[config.mk]
export PLATFORM = sky130hd
export DESIGN_NAME = bank_top
export DESIGN_NICKNAME = d
export VERILOG_FILES = /design/src/rtl/cache_bank_pkg.sv /design/src/rtl/bank_skid_buf.sv /design/src/rtl/bank_htu.sv /design/src/rtl/bank_sram_ctrl.sv /design/src/rtl/bank_top.sv
export VERILOG_INCLUDE_DIRS = /design/src /design/src/rtl
export SDC_FILE = /design/constraint.sdc
export NUM_CORES = 2
export LEC_CHECK = 0
export ABC_AREA = 1
export BUFFER_PORTS_ARGS = -buffer_cell sky130_fd_sc_hd__buf_2
export CAP_MARGIN = 0
export CORE_ASPECT_RATIO = 1.25
export CORE_MARGIN = 5
export CORE_UTILIZATION = 56
export CTS_BUF_LIST = sky130_fd_sc_hd__clkbuf_16
export DETAILED_ROUTE_END_ITERATION = 12
export PLACE_DENSITY_LB_ADDON = 0.1
export SETUP_SLACK_MARGIN = 0.02
export SLEW_MARGIN = 20
export SYNTH_ARGS = -nofsm -noshare
export SYNTH_HDL_FRONTEND = slang
export SYNTH_SLANG_ARGS = --single-unit
export TNS_END_PERCENT = 30
[constraint.sdc]
create_clock -name clk_i -period 3.49 [get_ports clk_i]
set_input_delay 0.698 -clock clk_i [delete_from_list [all_inputs] [get_ports clk_i]]
set_output_delay 0.698 -clock clk_i [all_outputs]
set_load 0.03 [all_outputs]
[src/rtl/cache_bank_defines.svh]
`ifndef CACHE_BANK_DEFINES_SVH
`define CACHE_BANK_DEFINES_SVH

// byte address and data word.
`define BANK_ADDR_W 32
`define BANK_DATA_W 32

// crossbar channel id.
`define BANK_CH_W 2

// sets per way, power of two.
`define BANK_SETS 8

`endif

[src/rtl/cache_bank_pkg.sv]
`include "cache_bank_defines.svh"

package cache_bank_pkg;

  typedef enum logic {
    BANK_OP_READ  = 1'b0,
    BANK_OP_WRITE = 1'b1
  } bank_op_e;

  // operation seen by the data array.
  typedef enum logic [1:0] {
    SC_READ  = 2'd0,
    SC_WRITE = 2'd1,
    SC_FILL  = 2'd2,
    SC_SKIP  = 2'd3
  } sc_op_e;

  typedef struct packed {
    sc_op_e                         op;
    logic [`BANK_CH_W-1:0]          ch_id;
    bank_op_e                       opcode;
    logic                           hit;
    logic [$clog2(`BANK_SETS)-1:0]  set_idx;
    logic                           way;
    logic [`BANK_DATA_W-1:0]        data;   // write data or refill data.
  } htu_sc_t;

  typedef struct packed {
    logic [`BANK_CH_W-1:0]   ch_id;
    bank_op_e                opcode;
    logic                    hit;
    logic [`BANK_DATA_W-1:0] rdata;
  } bank_resp_t;

endpackage

[src/rtl/bank_skid_buf.sv]
module bank_skid_buf #(
  parameter type payload_t = logic
) (
  input  logic     clk_i,
  input  logic     rst_i,
  input  logic     valid_i,
  output logic     ready_o,
  input  payload_t data_i,
  output logic     valid_o,
  input  logic     ready_i,
  output payload_t data_o
);

  logic     main_valid_q;
  logic     skid_valid_q;
  payload_t main_q;
  payload_t skid_q;
  logic     in_fire;
  logic     main_free;
  logic     load_main;
  logic     load_skid;

  assign ready_o = !skid_valid_q;  // straight from a flop.
  assign valid_o = main_valid_q;
  assign data_o  = main_q;

  assign in_fire   = valid_i && ready_o;
  assign main_free = !main_valid_q || ready_i;
  assign load_main = main_free && (skid_valid_q || in_fire);
  assign load_skid = !main_free && in_fire;

  always_ff @(posedge clk_i or posedge rst_i) begin
    if (rst_i) begin
      main_valid_q <= 1'b0;
      skid_valid_q <= 1'b0;
    end else begin
      if (main_free) begin
        // skid drains first, input is blocked meanwhile.
        main_valid_q <= skid_valid_q || in_fire;
        skid_valid_q <= 1'b0;
      end else if (in_fire) begin
        skid_valid_q <= 1'b1;
      end
    end
  end

  always_ff @(posedge clk_i) begin
    if (load_main) begin
      main_q <= skid_valid_q ? skid_q : data_i;
    end
    if (load_skid) begin
      skid_q <= data_i;
    end
  end

  a_hold_stable: assert property (@(posedge clk_i) disable iff (rst_i)
    valid_o && !ready_i |=> valid_o && $stable(data_o));

endmodule

[src/rtl/bank_htu.sv]
`include "cache_bank_defines.svh"

module bank_htu (
  input  logic                     clk_i,
  input  logic                     rst_i,
  input  logic                     req_valid_i,
  output logic                     req_allow_in_o,
  input  logic [`BANK_CH_W-1:0]    req_ch_id_i,
  input  cache_bank_pkg::bank_op_e req_opcode_i,
  input  logic [`BANK_ADDR_W-1:0]  req_addr_i,
  input  logic [`BANK_DATA_W-1:0]  req_wdata_i,
  output logic                     mem_req_valid_o,
  input  logic                     mem_req_ready_i,
  output logic                     mem_req_we_o,
  output logic [`BANK_ADDR_W-1:0]  mem_req_addr_o,
  output logic [`BANK_DATA_W-1:0]  mem_req_wdata_o,
  input  logic                     mem_rsp_valid_i,
  input  logic [`BANK_DATA_W-1:0]  mem_rsp_data_i,
  output logic                     sc_valid_o,
  input  logic                     sc_ready_i,
  output cache_bank_pkg::htu_sc_t  sc_data_o
);

  import cache_bank_pkg::*;

  localparam int SET_W = $clog2(`BANK_SETS);
  localparam int TAG_W = `BANK_ADDR_W - SET_W - 2;

  typedef enum logic [1:0] {
    ST_IDLE,
    ST_MEM_WR,
    ST_REFILL
  } state_e;

  state_e                       state_q;
  state_e                       state_d;
  logic [TAG_W-1:0]             tag_q [`BANK_SETS][2];
  logic [`BANK_SETS-1:0][1:0]   valid_q;
  logic [`BANK_SETS-1:0]        lru_q;    // way to evict next.
  logic                         sent_q;
  logic                         done_q;
  logic [`BANK_CH_W-1:0]        ch_q;
  logic                         hit_q;
  logic                         way_q;
  logic [`BANK_ADDR_W-1:0]      addr_q;
  logic [`BANK_DATA_W-1:0]      data_q;
  logic [SET_W-1:0]             req_set;
  logic [TAG_W-1:0]             req_tag;
  logic [SET_W-1:0]             cur_set;
  logic [1:0]                   hit_vec;
  logic                         req_hit;
  logic                         hit_way;
  logic                         victim_way;
  logic                         req_fire;
  logic                         mem_fire;
  logic                         rsp_fire;
  logic                         push;

  assign req_set = req_addr_i[2 +: SET_W];
  assign req_tag = req_addr_i[`BANK_ADDR_W-1 -: TAG_W];
  assign cur_set = addr_q[2 +: SET_W];

  always_comb begin
    for (int w = 0; w < 2; w++) begin
      hit_vec[w] = valid_q[req_set][w] && (tag_q[req_set][w] == req_tag);
    end
  end

  assign req_hit = |hit_vec;
  assign hit_way = hit_vec[1];
  // empty way first, else lru.
  assign victim_way = !valid_q[req_set][0] ? 1'b0 :
                      !valid_q[req_set][1] ? 1'b1 : lru_q[req_set];

  assign req_allow_in_o = (state_q == ST_IDLE) && sc_ready_i;
  assign req_fire = req_valid_i && req_allow_in_o;
  assign mem_fire = mem_req_valid_o && mem_req_ready_i;
  assign rsp_fire = (state_q == ST_REFILL) && mem_rsp_valid_i;

  always_comb begin
    if (state_q == ST_IDLE) begin
      // write-through goes out in the accept cycle.
      mem_req_valid_o = req_fire && (req_opcode_i == BANK_OP_WRITE);
      mem_req_we_o    = 1'b1;
      mem_req_addr_o  = req_addr_i;
      mem_req_wdata_o = req_wdata_i;
    end else begin
      mem_req_valid_o = !sent_q;
      mem_req_we_o    = (state_q == ST_MEM_WR);
      mem_req_addr_o  = addr_q;
      mem_req_wdata_o = data_q;
    end
  end

  always_comb begin
    state_d           = state_q;
    push              = 1'b0;
    sc_data_o.ch_id   = ch_q;
    sc_data_o.opcode  = BANK_OP_WRITE;
    sc_data_o.hit     = hit_q;
    sc_data_o.set_idx = cur_set;
    sc_data_o.way     = way_q;
    sc_data_o.data    = data_q;
    sc_data_o.op      = SC_SKIP;
    if (hit_q) begin
      sc_data_o.op = SC_WRITE;
    end
    case (state_q)
      ST_IDLE: begin
        sc_data_o.ch_id   = req_ch_id_i;
        sc_data_o.opcode  = req_opcode_i;
        sc_data_o.hit     = req_hit;
        sc_data_o.set_idx = req_set;
        sc_data_o.way     = hit_way;
        sc_data_o.data    = req_wdata_i;
        if (req_opcode_i == BANK_OP_READ) begin
          sc_data_o.op = SC_READ;
          push = req_fire && req_hit;
          if (req_fire && !req_hit) begin
            state_d = ST_REFILL;
          end
        end else begin
          sc_data_o.op = req_hit ? SC_WRITE : SC_SKIP;
          push = mem_fire;
          if (req_fire && !mem_fire) begin
            state_d = ST_MEM_WR;
          end
        end
      end
      ST_MEM_WR: begin
        push = (sent_q || mem_fire) && sc_ready_i;
      end
      ST_REFILL: begin
        sc_data_o.op     = SC_FILL;
        sc_data_o.opcode = BANK_OP_READ;
        sc_data_o.hit    = 1'b0;
        sc_data_o.data   = done_q ? data_q : mem_rsp_data_i;
        push = (done_q || mem_rsp_valid_i) && sc_ready_i;
      end
      default: begin
        state_d = ST_IDLE;
      end
    endcase
    if (push && state_q != ST_IDLE) begin
      state_d = ST_IDLE;
    end
  end

  assign sc_valid_o = push;

  always_ff @(posedge clk_i or posedge rst_i) begin
    if (rst_i) begin
      state_q <= ST_IDLE;
      sent_q  <= 1'b0;
      done_q  <= 1'b0;
      valid_q <= '0;
      lru_q   <= '0;
    end else begin
      state_q <= state_d;
      if (push) begin
        sent_q <= 1'b0;
        done_q <= 1'b0;
      end else begin
        if (mem_fire && state_q != ST_IDLE) begin
          sent_q <= 1'b1;
        end
        if (rsp_fire) begin
          done_q <= 1'b1;
        end
      end
      if (req_fire && req_hit) begin
        lru_q[req_set] <= !hit_way;
      end
      if (rsp_fire) begin
        valid_q[cur_set][way_q] <= 1'b1;
        lru_q[cur_set] <= !way_q;
      end
    end
  end

  always_ff @(posedge clk_i) begin
    if (req_fire) begin
      ch_q   <= req_ch_id_i;
      hit_q  <= req_hit;
      way_q  <= req_hit ? hit_way : victim_way;
      addr_q <= req_addr_i;
      data_q <= req_wdata_i;
    end else if (rsp_fire) begin
      data_q <= mem_rsp_data_i;   // held if downstream is full.
    end
    if (rsp_fire) begin
      tag_q[cur_set][way_q] <= addr_q[`BANK_ADDR_W-1 -: TAG_W];
    end
  end

  a_one_outstanding: assert property (@(posedge clk_i) disable iff (rst_i)
    mem_fire && !mem_req_we_o |=> !mem_req_valid_o until_with mem_rsp_valid_i);

  a_single_hit: assert property (@(posedge clk_i) disable iff (rst_i)
    req_valid_i |-> !(&hit_vec));

endmodule

[src/rtl/bank_sram_ctrl.sv]
`include "cache_bank_defines.svh"

module bank_sram_ctrl (
  input  logic                       clk_i,
  input  logic                       rst_i,
  input  logic                       sc_valid_i,
  output logic                       sc_ready_o,
  input  cache_bank_pkg::htu_sc_t    sc_data_i,
  output logic                       resp_valid_o,
  input  logic                       resp_ready_i,
  output cache_bank_pkg::bank_resp_t resp_data_o
);

  import cache_bank_pkg::*;

  logic [`BANK_DATA_W-1:0] data_q [`BANK_SETS][2];
  logic                    sc_fire;
  logic                    wr_en;

  // one op in, one response out.
  assign sc_ready_o   = resp_ready_i;
  assign resp_valid_o = sc_valid_i;

  assign sc_fire = sc_valid_i && resp_ready_i;
  assign wr_en   = sc_fire && (sc_data_i.op == SC_WRITE || sc_data_i.op == SC_FILL);

  always_ff @(posedge clk_i) begin
    if (wr_en) begin
      data_q[sc_data_i.set_idx][sc_data_i.way] <= sc_data_i.data;
    end
  end

  always_comb begin
    resp_data_o.ch_id  = sc_data_i.ch_id;
    resp_data_o.opcode = sc_data_i.opcode;
    resp_data_o.hit    = sc_data_i.hit;
    case (sc_data_i.op)
      SC_READ: begin
        resp_data_o.rdata = data_q[sc_data_i.set_idx][sc_data_i.way];
      end
      SC_FILL: begin
        resp_data_o.rdata = sc_data_i.data;   // bypass the array write.
      end
      default: begin
        resp_data_o.rdata = '0;
      end
    endcase
  end

  // tag state lives in the htu, so check it here.
  a_read_is_hit: assert property (@(posedge clk_i) disable iff (rst_i)
    sc_valid_i && sc_data_i.op == SC_READ |-> sc_data_i.hit);

endmodule

[src/rtl/bank_top.sv]
`include "cache_bank_defines.svh"

module bank_top (
  input  logic                     clk_i,
  input  logic                     rst_i,
  input  logic                     req_valid_i,
  output logic                     req_allow_in_o,
  input  logic [`BANK_CH_W-1:0]    req_ch_id_i,
  input  cache_bank_pkg::bank_op_e req_opcode_i,
  input  logic [`BANK_ADDR_W-1:0]  req_addr_i,
  input  logic [`BANK_DATA_W-1:0]  req_wdata_i,
  output logic                     mem_req_valid_o,
  input  logic                     mem_req_ready_i,
  output logic                     mem_req_we_o,
  output logic [`BANK_ADDR_W-1:0]  mem_req_addr_o,
  output logic [`BANK_DATA_W-1:0]  mem_req_wdata_o,
  input  logic                     mem_rsp_valid_i,
  input  logic [`BANK_DATA_W-1:0]  mem_rsp_data_i,
  output logic                     resp_valid_o,
  input  logic                     resp_ready_i,
  output logic [`BANK_CH_W-1:0]    resp_ch_id_o,
  output cache_bank_pkg::bank_op_e resp_opcode_o,
  output logic                     resp_hit_o,
  output logic [`BANK_DATA_W-1:0]  resp_rdata_o
);

  import cache_bank_pkg::*;

  logic       htu_valid;
  logic       htu_ready;
  htu_sc_t    htu_data;
  logic       sc_valid;
  logic       sc_ready;
  htu_sc_t    sc_data;
  logic       rsp_valid;
  logic       rsp_ready;
  bank_resp_t rsp_data;
  bank_resp_t out_data;

  // decode.
  bank_htu u_htu (
    .clk_i           (clk_i),
    .rst_i           (rst_i),
    .req_valid_i     (req_valid_i),
    .req_allow_in_o  (req_allow_in_o),
    .req_ch_id_i     (req_ch_id_i),
    .req_opcode_i    (req_opcode_i),
    .req_addr_i      (req_addr_i),
    .req_wdata_i     (req_wdata_i),
    .mem_req_valid_o (mem_req_valid_o),
    .mem_req_ready_i (mem_req_ready_i),
    .mem_req_we_o    (mem_req_we_o),
    .mem_req_addr_o  (mem_req_addr_o),
    .mem_req_wdata_o (mem_req_wdata_o),
    .mem_rsp_valid_i (mem_rsp_valid_i),
    .mem_rsp_data_i  (mem_rsp_data_i),
    .sc_valid_o      (htu_valid),
    .sc_ready_i      (htu_ready),
    .sc_data_o       (htu_data)
  );

  bank_skid_buf #(
    .payload_t(htu_sc_t)
  ) u_dec_buf (
    .clk_i   (clk_i),
    .rst_i   (rst_i),
    .valid_i (htu_valid),
    .ready_o (htu_ready),
    .data_i  (htu_data),
    .valid_o (sc_valid),
    .ready_i (sc_ready),
    .data_o  (sc_data)
  );

  // execute.
  bank_sram_ctrl u_sram_ctrl (
    .clk_i        (clk_i),
    .rst_i        (rst_i),
    .sc_valid_i   (sc_valid),
    .sc_ready_o   (sc_ready),
    .sc_data_i    (sc_data),
    .resp_valid_o (rsp_valid),
    .resp_ready_i (rsp_ready),
    .resp_data_o  (rsp_data)
  );

  // result stage.
  bank_skid_buf #(
    .payload_t(bank_resp_t)
  ) u_resp_buf (
    .clk_i   (clk_i),
    .rst_i   (rst_i),
    .valid_i (rsp_valid),
    .ready_o (rsp_ready),
    .data_i  (rsp_data),
    .valid_o (resp_valid_o),
    .ready_i (resp_ready_i),
    .data_o  (out_data)
  );

  assign resp_ch_id_o  = out_data.ch_id;
  assign resp_opcode_o = out_data.opcode;
  assign resp_hit_o    = out_data.hit;
  assign resp_rdata_o  = out_data.rdata;

endmodule

* Yosys cells after proc, flatten, opt, wreduce, memory -nomap -nowiden
Memory sizes are Yosys's and may differ from the RTL's. A register that Yosys moved wholly into a read port is not among the register bits.
Index checks and enable logic that the tools add are counted.
** Word-level totals
- Register bits :: 256
- Bits in latches :: 0
- RAM bits :: 944
- Bits in read-only memories :: 0
- Input port bits :: 105
- Memories :: 2
** Memory list
- u_sram_ctrl.data_q :: words 8, bits a word 64, rd ports 1, clocked after memory_dff 1, wr ports 1, line bank_sram_ctrl.sv:16 : logic [`BANK_DATA_W-1:0] data_q [`BANK_SETS][2];
- u_htu.tag_q :: words 8, bits a word 54, rd ports 1, clocked after memory_dff 0, wr ports 1, line bank_htu.sv:37 : logic [TAG_W-1:0] tag_q [`BANK_SETS][2];
** Operators by class
- Add/sub/neg operators :: 0
- $mul :: 0
- Div/mod/pow operators :: 0
- Magnitude comparators :: 10
- Equal/unequal tests :: 9
- Shifts and indexed selects :: 0
- Multiplexer cells :: 64
- Bitwise logic cells :: 3
- Reduce and logical (&&, ||, !) cells :: 55
** Operators with widths (count)
- 32-bit 2-to-1 mux :: 9
- 32-bit case mux with 2 select lines :: 2
- 64-bit 2-to-1 mux :: 1
- 27-bit == test :: 2
- 54-bit 2-to-1 mux :: 1
- 42-bit 2-to-1 mux :: 1
- 36-bit 2-to-1 mux :: 1
- 32-bit demux with 1-bit select :: 1
- 27-bit demux with 1-bit select :: 1
- 27-bit 2-to-1 mux :: 1
- 1-bit logical AND :: 26
- 1-bit 2-to-1 mux :: 20
- 2-bit 2-to-1 mux :: 10
- 8-bit bitwise mux :: 2
- 8-bit 2-to-1 mux :: 2
- 16-bit bitwise OR :: 1
- 2-bit case mux with 2 select lines :: 3
- 2-bit nonzero test :: 6
- 1-bit zero test :: 11
- 3-bit by 4-bit < comparator with 1-bit output (second input constant) :: 2
- 4-bit != test (second input constant) :: 2
- 1-bit logical OR :: 7
- 2-bit binary-select mux with 3-bit select :: 1
- 1-bit demux with 3-bit select :: 2
- 18 further kinds :: 26

* Longest topological paths before layout
- Word-level depth :: 13
- Mapped depth :: 25
- Mapped depth without buffers :: 23

* Modules after synthesis
Synthesis repeated with hierarchy kept, for this count alone.
** Second synthesis, totals
- Cells, all modules :: 5073
- Area total of the unflattened synthesis :: 52306.4 um^2
** Modules (own cells, without submodules)
- bank_htu :: times used 1, cells an instance 2634, area each 24718.7 um^2, sequential area each 15715.1 um^2
- bank_sram_ctrl :: times used 1, cells an instance 2004, area each 21580.7 um^2, sequential area each 15374.7 um^2
- bank_skid_buf at u_dec_buf :: times used 1, cells an instance 233, area each 3253.1 um^2, sequential area each 2572.5 um^2
- bank_skid_buf at u_resp_buf :: times used 1, cells an instance 202, area each 2753.9 um^2, sequential area each 2212.1 um^2

* Least setup slack after synthesis
OpenSTA, ideal clock, no wires.
- Path type :: reg-to-reg
- From :: reg u_htu.state_q[0]
- To :: reg u_dec_buf.skid_q[0] (netlist name), enable pin
- Setup time :: 0.440 ns
- Data arrival time :: 4.212 ns
- Path slack :: -1.162 ns
- Cell stages (with the launch flop) :: 15
- Buffers on the path :: 0
- Clock period less this slack :: 4.652 ns
- Path through :: dfrtp_1 -> inv_1 -> ha_1 -> inv_1 -> nor2_1 -> nand2_1 -> inv_1 -> nand2_1 -> o21ai_0 -> nand2_1 -> nand2_1 -> o21ai_0 -> nand2_2 -> nand2_2 -> nor2_1
** Between the ends
- Longest elaborated chain between the ends :: 11
- Elaborated cells on any way between the ends :: 15
** Ends and longest elaborated chain
- from (decl) :: line bank_htu.sv:35 : state_e state_q;
- from (signal assigned) :: line bank_htu.sv:159 : state_q <= state_d;
- 2-bit zero test * :: line bank_htu.sv:75 : assign req_allow_in_o = (state_q == ST_IDLE) && sc_ready_i;
- 1-bit logical AND * :: line bank_htu.sv:75
- via req_allow_in_o :: line bank_top.sv:7 : output logic req_allow_in_o,
- 1-bit logical AND * :: line bank_htu.sv:76 : assign req_fire = req_valid_i && req_allow_in_o;
- 1-bit logical AND * :: line bank_htu.sv:83 : mem_req_valid_o = req_fire && (req_opcode_i == BANK_OP_WRITE);
- 1-bit 2-to-1 mux * :: line bank_htu.sv:81 : if (state_q == ST_IDLE) begin
- via mem_req_valid_o :: line bank_top.sv:12 : output logic mem_req_valid_o,
- 1-bit logical AND * :: line bank_htu.sv:77 : assign mem_fire = mem_req_valid_o && mem_req_ready_i;
- 1-bit logical OR :: line bank_htu.sv:131 : push = (sent_q || mem_fire) && sc_ready_i;
- 1-bit logical AND :: line bank_htu.sv:131
- 1-bit case mux with 3 select lines * :: line bank_htu.sv:108 : case (state_q)
- 1-bit logical AND * :: line bank_skid_buf.sv:27 : assign in_fire = valid_i && ready_o;
- 1-bit logical AND * :: line bank_skid_buf.sv:30 : assign load_skid = !main_free && in_fire;
- via u_dec_buf.load_skid :: line bank_skid_buf.sv:21 : logic load_skid;
- to (signal assigned) :: line bank_skid_buf.sv:52 : skid_q <= data_i;
- to (decl) :: line bank_skid_buf.sv:17 : payload_t skid_q;
Mark *: on every way through the listed nets, which the timed path passes. The rest lies on a longest branch.
A chain may end at the register's enable or synchronous reset.

* Worst setup path in the final report
- From :: reg u_htu.state_q[0]
- To :: out mem_req_valid_o
** Between the ends
- Longest elaborated chain between the ends :: 5
** Ends and longest elaborated chain (line)
- 2-bit zero test * :: bank_htu.sv:75, bank_htu.sv:81
- 1-bit logical AND :: bank_htu.sv:75
- 1-bit logical AND :: bank_htu.sv:76
- 1-bit logical AND :: bank_htu.sv:83
- 1-bit 2-to-1 mux * :: bank_htu.sv:81
- to (decl) :: bank_top.sv:12
Every way passes the cells marked *; elsewhere a longest branch is shown, timed or not.

==> Implementation_results.wiki <==
{| class="wikitable"
! Metric !! Value
|-
| Fmax || 0.301 GHz
|-
| Worst path max stage delay || 0.68 ns
|-
| Area post-placement || 54000 um2
|-
| Fraction of synthesized cell area taken by the top area cell type || 69.5%
|-
| Slew Viols, Final || 0
|-
| Clock Tree Root || sky130_fd_sc_hd__clkbuf_16
|-
| Required time at the endpoint of the critical path || 2.79 ns
|-
| Int Power || 28600 uW
|-
| # Post-CTS Setup Buffers || 0
|-
| Critical path's slowest cell || sky130_fd_sc_hd__o21ai_0
|-
| Cell area after layout || 57600 um2
|-
| Final Hold Viols || 0
|-
| Residual DRC || 0
|-
| Clock tree from TritonCTS || built
|-
| Classification of the worst setup path || reg2out
|-
| Worst Hold Slack || 0.133 ns
|-
| Number of synthesized register bits || 1201
|-
| Combined buffer and inverter count along the critical path || 3
|-
| VDD IR-drop max || 851 uV
|-
| Largest fanout of any net on the critical path || 21
|-
| Leading area contributor after synthesis || sky130_fd_sc_hd__edfxtp_1
|-
| Post-detail-place hpwl || 81000 um
|-
| Sequential cell fraction of total power || 45.7%
|-
| Vias in the first global route || 33000
|-
| Per-instance average area after synthesis || 11.2 um2
|-
| Portion of total power attributed to combinational logic || 27.2%
|-
| Synthesized net count || 4607
|-
| Quantity of hold-fixing buffers added after cts || 0
|-
| Cell variety after synth || 43
|-
| Net switching power || 15300 uW
|-
| Layout-stage area growth over the synthesis result || 14.4%
|-
| Number of antenna violations at the first check in global routing || 5
|-
| Remaining number of nets flagged by the antenna check after routing || 0
|-
| Proportion of total power due to net switching || 34.8%
|-
| Number of sinks handled by clock tree synthesis || 1201
|-
| GRT Resource Usage Total || 27.3%
|-
| Starting Density || 56.1%
|-
| Routed via count || 34200
|-
| Post-layout net count || 4854
|-
| Netlist area before placement || 50400 um2
|-
| Worst path cell trace || inv_1 -> ha_4 -> buf_4 -> o21ai_0 -> buf_2
|-
| Worst Path Arrival || 2.63 ns
|-
| Headroom to the max-slew limit || 25.8%
|-
| Final critical path time including I/O delays and setup || 3.32 ns
|-
| Share of cells above drive strength 1 || 13.2%
|-
| Proportion of synthesized flip-flops having asynchronous set or reset || 2.66%
|-
| Number of warnings reported in the yosys synthesis log || 0
|-
| Area contributors post-synth || sky130_fd_sc_hd__edfxtp_1 (70%), sky130_fd_sc_hd__nand2_1 (8.5%), sky130_fd_sc_hd__o21ai_0 (4.6%)
|-
| Setup violation total in the final timing report || 0
|-
| Die extent in y || 345 um
|-
| Clock Power Share || 27.1%
|-
| Static Leakage || 0.0223 uW
|-
| Detail-routed net length per standard cell || 22.2 um
|-
| Final weighted congestion in routability-driven placement || 0.865
|-
| Post-detailed-route via-to-cell ratio || 5.67
|-
| Total grt overflow || 0
|-
| Run status || complete, no violations
|-
| First-pass detailed-route iteration total || 6
|-
| Area enclosed by the die boundary || 96100 um2
|-
| Clock transition at the registers of the reported paths || 0.06 ns
|-
| Number of top-level design ports || 209
|-
| Number of enable-type register cells in the synthesized netlist || 1166
|-
| Clk_lat worst skew || 0.69 ns
|-
| # resized after CTS || 2
|-
| Worst setup EP type || output port
|-
| Sequential area share after synthesis || 71.2%
|-
| Deepest level of the CTS H-tree || 3
|-
| Power density normalized to cell area || 761 nW/um2
|-
| Fraction of the cycle the final worst path needs || 95.2%
|-
| Std-Cell Core Area || 89700 um2
|-
| Share of the core filled with cells in the final layout || 64.2%
|-
| Mapped Cells || 4496
|-
| Largest net degree at the start of global routing || 189
|-
| Crit-path leading delay family || compound AO/OA/AOI/OAI gates
|-
| Number of core rows || 123
|-
| Element type at the critical path start || flip-flop
|-
| Path class of the lowest-slack min-delay path || in2async
|-
| Max-cap check violation count || 0
|-
| Iteration-0 DRC count of the detailed router || 3117
|-
| Post-route clock skew || 0.0322 ns
|-
| Unrepaired setup endpoints after global routing || no
|-
| First-pass GRT wire length || 201000 um
|-
| CTS Buf Count || 112
|-
| Clk buf depth || 3
|-
| # port buffers || 208
|-
| Die Wd || 278 um
|-
| Tightest Pin Transition || 1.11 ns
|-
| Total detailed-routing wirelength || 134000 um
|-
| Most instantiated flip-flop cell in the synthesis netlist || sky130_fd_sc_hd__edfxtp_1
|}
[worst register-to-register path: stages (launching register included)]
cell                       delay (ns)
sky130_fd_sc_hd__dfrtp_1         0.41
sky130_fd_sc_hd__inv_1           0.11
sky130_fd_sc_hd__ha_4            0.17
sky130_fd_sc_hd__buf_4           0.24
sky130_fd_sc_hd__nor2_1          0.19
sky130_fd_sc_hd__clkinv_1        0.88
sky130_fd_sc_hd__o211ai_1        0.83
sky130_fd_sc_hd__nand2_1         0.09
sky130_fd_sc_hd__nand2_1         0.11
[final timing paths]
path	start	endpoint	slack [ns]	depth (start not counted)
setup / recovery	u_htu.state_q[0]$_DFFE_PP0P_	mem_req_valid_o	0.17	5
hold / removal	rst_i	u_htu.valid_q[14]$_DFFE_PP0P_	0.13	3
setup reg to reg	u_htu.state_q[0]$_DFFE_PP0P_	u_dec_buf.data_o[19]$_DFFE_PP_	0.32	8
hold reg to reg	u_htu.valid_q[5]$_DFFE_PP0P_	u_htu.valid_q[5]$_DFFE_PP0P_	0.46	2
max in group asynchronous	rst_i	u_htu.done_q$_DFFE_PP0P_	2.97	3
min in group clk_i	req_addr_i[0]	u_htu.addr_q[0]$_DFFE_PN_	0.22	1
[metrics by stage]
step,setup slack [ns],power (uW),setup TNS [ns],std cells
after detailed placement,-0.148,32200,-10.58,5816
final,0.167,43900,0,6030
after CTS,0.0343,44000,0,6024
after global placement,-0.0934,32000,-6.22,5816
after floorplan,0.134,27300,0,4496
after global routing,0.0361,45900,0,6029
[cell usage after synthesis (2+ instances only)]
| cell | instances |
|---|---|
| sky130_fd_sc_hd__dfrtp_1 | 32 |
| sky130_fd_sc_hd__nand4_1 | 4 |
| sky130_fd_sc_hd__clkbuf_1 | 159 |
| sky130_fd_sc_hd__buf_4 | 13 |
| sky130_fd_sc_hd__a31oi_1 | 19 |
| sky130_fd_sc_hd__buf_2 | 50 |
| sky130_fd_sc_hd__ha_1 | 6 |
| sky130_fd_sc_hd__nor2_1 | 509 |
| sky130_fd_sc_hd__a22oi_1 | 2 |
| sky130_fd_sc_hd__o21ai_0 | 461 |
| sky130_fd_sc_hd__nand3b_1 | 4 |
| sky130_fd_sc_hd__nor3_1 | 10 |
| sky130_fd_sc_hd__dfxtp_1 | 3 |
| sky130_fd_sc_hd__nand2_2 | 6 |
| sky130_fd_sc_hd__nor2_2 | 2 |
| sky130_fd_sc_hd__nand3_1 | 176 |
| sky130_fd_sc_hd__edfxtp_1 | 1166 |
| sky130_fd_sc_hd__inv_1 | 394 |
| sky130_fd_sc_hd__o22ai_1 | 66 |
| sky130_fd_sc_hd__o211ai_1 | 57 |
| sky130_fd_sc_hd__clkinv_1 | 2 |
| sky130_fd_sc_hd__inv_2 | 6 |
| sky130_fd_sc_hd__a21oi_1 | 36 |
| sky130_fd_sc_hd__a32o_1 | 24 |
| sky130_fd_sc_hd__o21ai_1 | 22 |
| sky130_fd_sc_hd__buf_1 | 15 |
| sky130_fd_sc_hd__clkbuf_2 | 2 |
| sky130_fd_sc_hd__or2_2 | 41 |
| sky130_fd_sc_hd__nand2_1 | 1139 |
| sky130_fd_sc_hd__o221ai_1 | 57 |
[power by group through the flow]
| stage | registers, uW | clock network [uW] | logic, uW |
|---|---|---|---|
| floorplan | 20000 | 0 | 7300 |
| global placement | 20300 | 0 | 11700 |
| detailed placement | 20300 | 0 | 11800 |
| CTS | 20000 | 12100 | 11900 |
| global route | 20200 | 12700 | 13000 |
| finish | 20000 | 11900 | 11900 |
[cells by family after synthesis]
kind of cell               share of synthesized area [%]
and+or+nand+nor                                     14.9
buffers and inverters                               5.03
adders and majority gates                          0.149
AOI/OAI and AO/OA                                   8.66
DFF                                                 71.2
[final cells by class]
cell class              count  area, um2
clock buffers             115       2880
fillers                  6916      32100
well taps                1187       1490
repair buffers            372       2870
diodes                      6       15.0
inverters                 404       1530
clock inverters            93        688
multi-input cells        2652      12300
flip-flops and latches   1201      35900
[flip-flops by register name (all words and copies together) (netlist names), 2 cells and up, named ones only]
signal / flops
u_htu.ch_q: 2
u_dec_buf.data_o: 41
u_htu.lru_q: 8
u_resp_buf.data_o: 36
u_resp_buf.skid_q: 36
u_htu.state_q: 2
u_htu.valid_q: 16
u_sram_ctrl.data_q: 512
u_dec_buf.skid_q: 41
u_htu.tag_q: 432
u_htu.data_q: 32
u_htu.addr_q: 32
[cell usage in the layout (no fill, tap or decap), types with 23 or more instances in the layout]
cell type	synthesis	layout
sky130_fd_sc_hd__clkbuf_16	0	115
sky130_fd_sc_hd__o21ai_0	461	460
sky130_fd_sc_hd__o21ai_1	22	23
sky130_fd_sc_hd__buf_12	0	46
sky130_fd_sc_hd__o221ai_1	57	57
sky130_fd_sc_hd__buf_2	50	207
sky130_fd_sc_hd__nor2_4	1	38
sky130_fd_sc_hd__nand3_1	176	176
sky130_fd_sc_hd__clkinv_2	1	28
sky130_fd_sc_hd__edfxtp_1	1166	1166
sky130_fd_sc_hd__o211ai_1	57	57
sky130_fd_sc_hd__a21oi_1	36	36
sky130_fd_sc_hd__dfrtp_1	32	31
sky130_fd_sc_hd__nor2_1	509	473
sky130_fd_sc_hd__inv_1	394	421
sky130_fd_sc_hd__buf_4	13	116
sky130_fd_sc_hd__nand2_1	1139	1139
sky130_fd_sc_hd__a32o_1	24	24
sky130_fd_sc_hd__o22ai_1	66	66
sky130_fd_sc_hd__or2_2	41	41
[layer usage]
metal	global-route usage (%)	vias up	share of wire, %
li1	-	16000	-
met1	34.0	16600	38
met2	48.7	1311	52
met3	3.74	268	6.5
met4	10.1	0	3.6
met5	0	-	0
(Power assumes the default switching activity.)
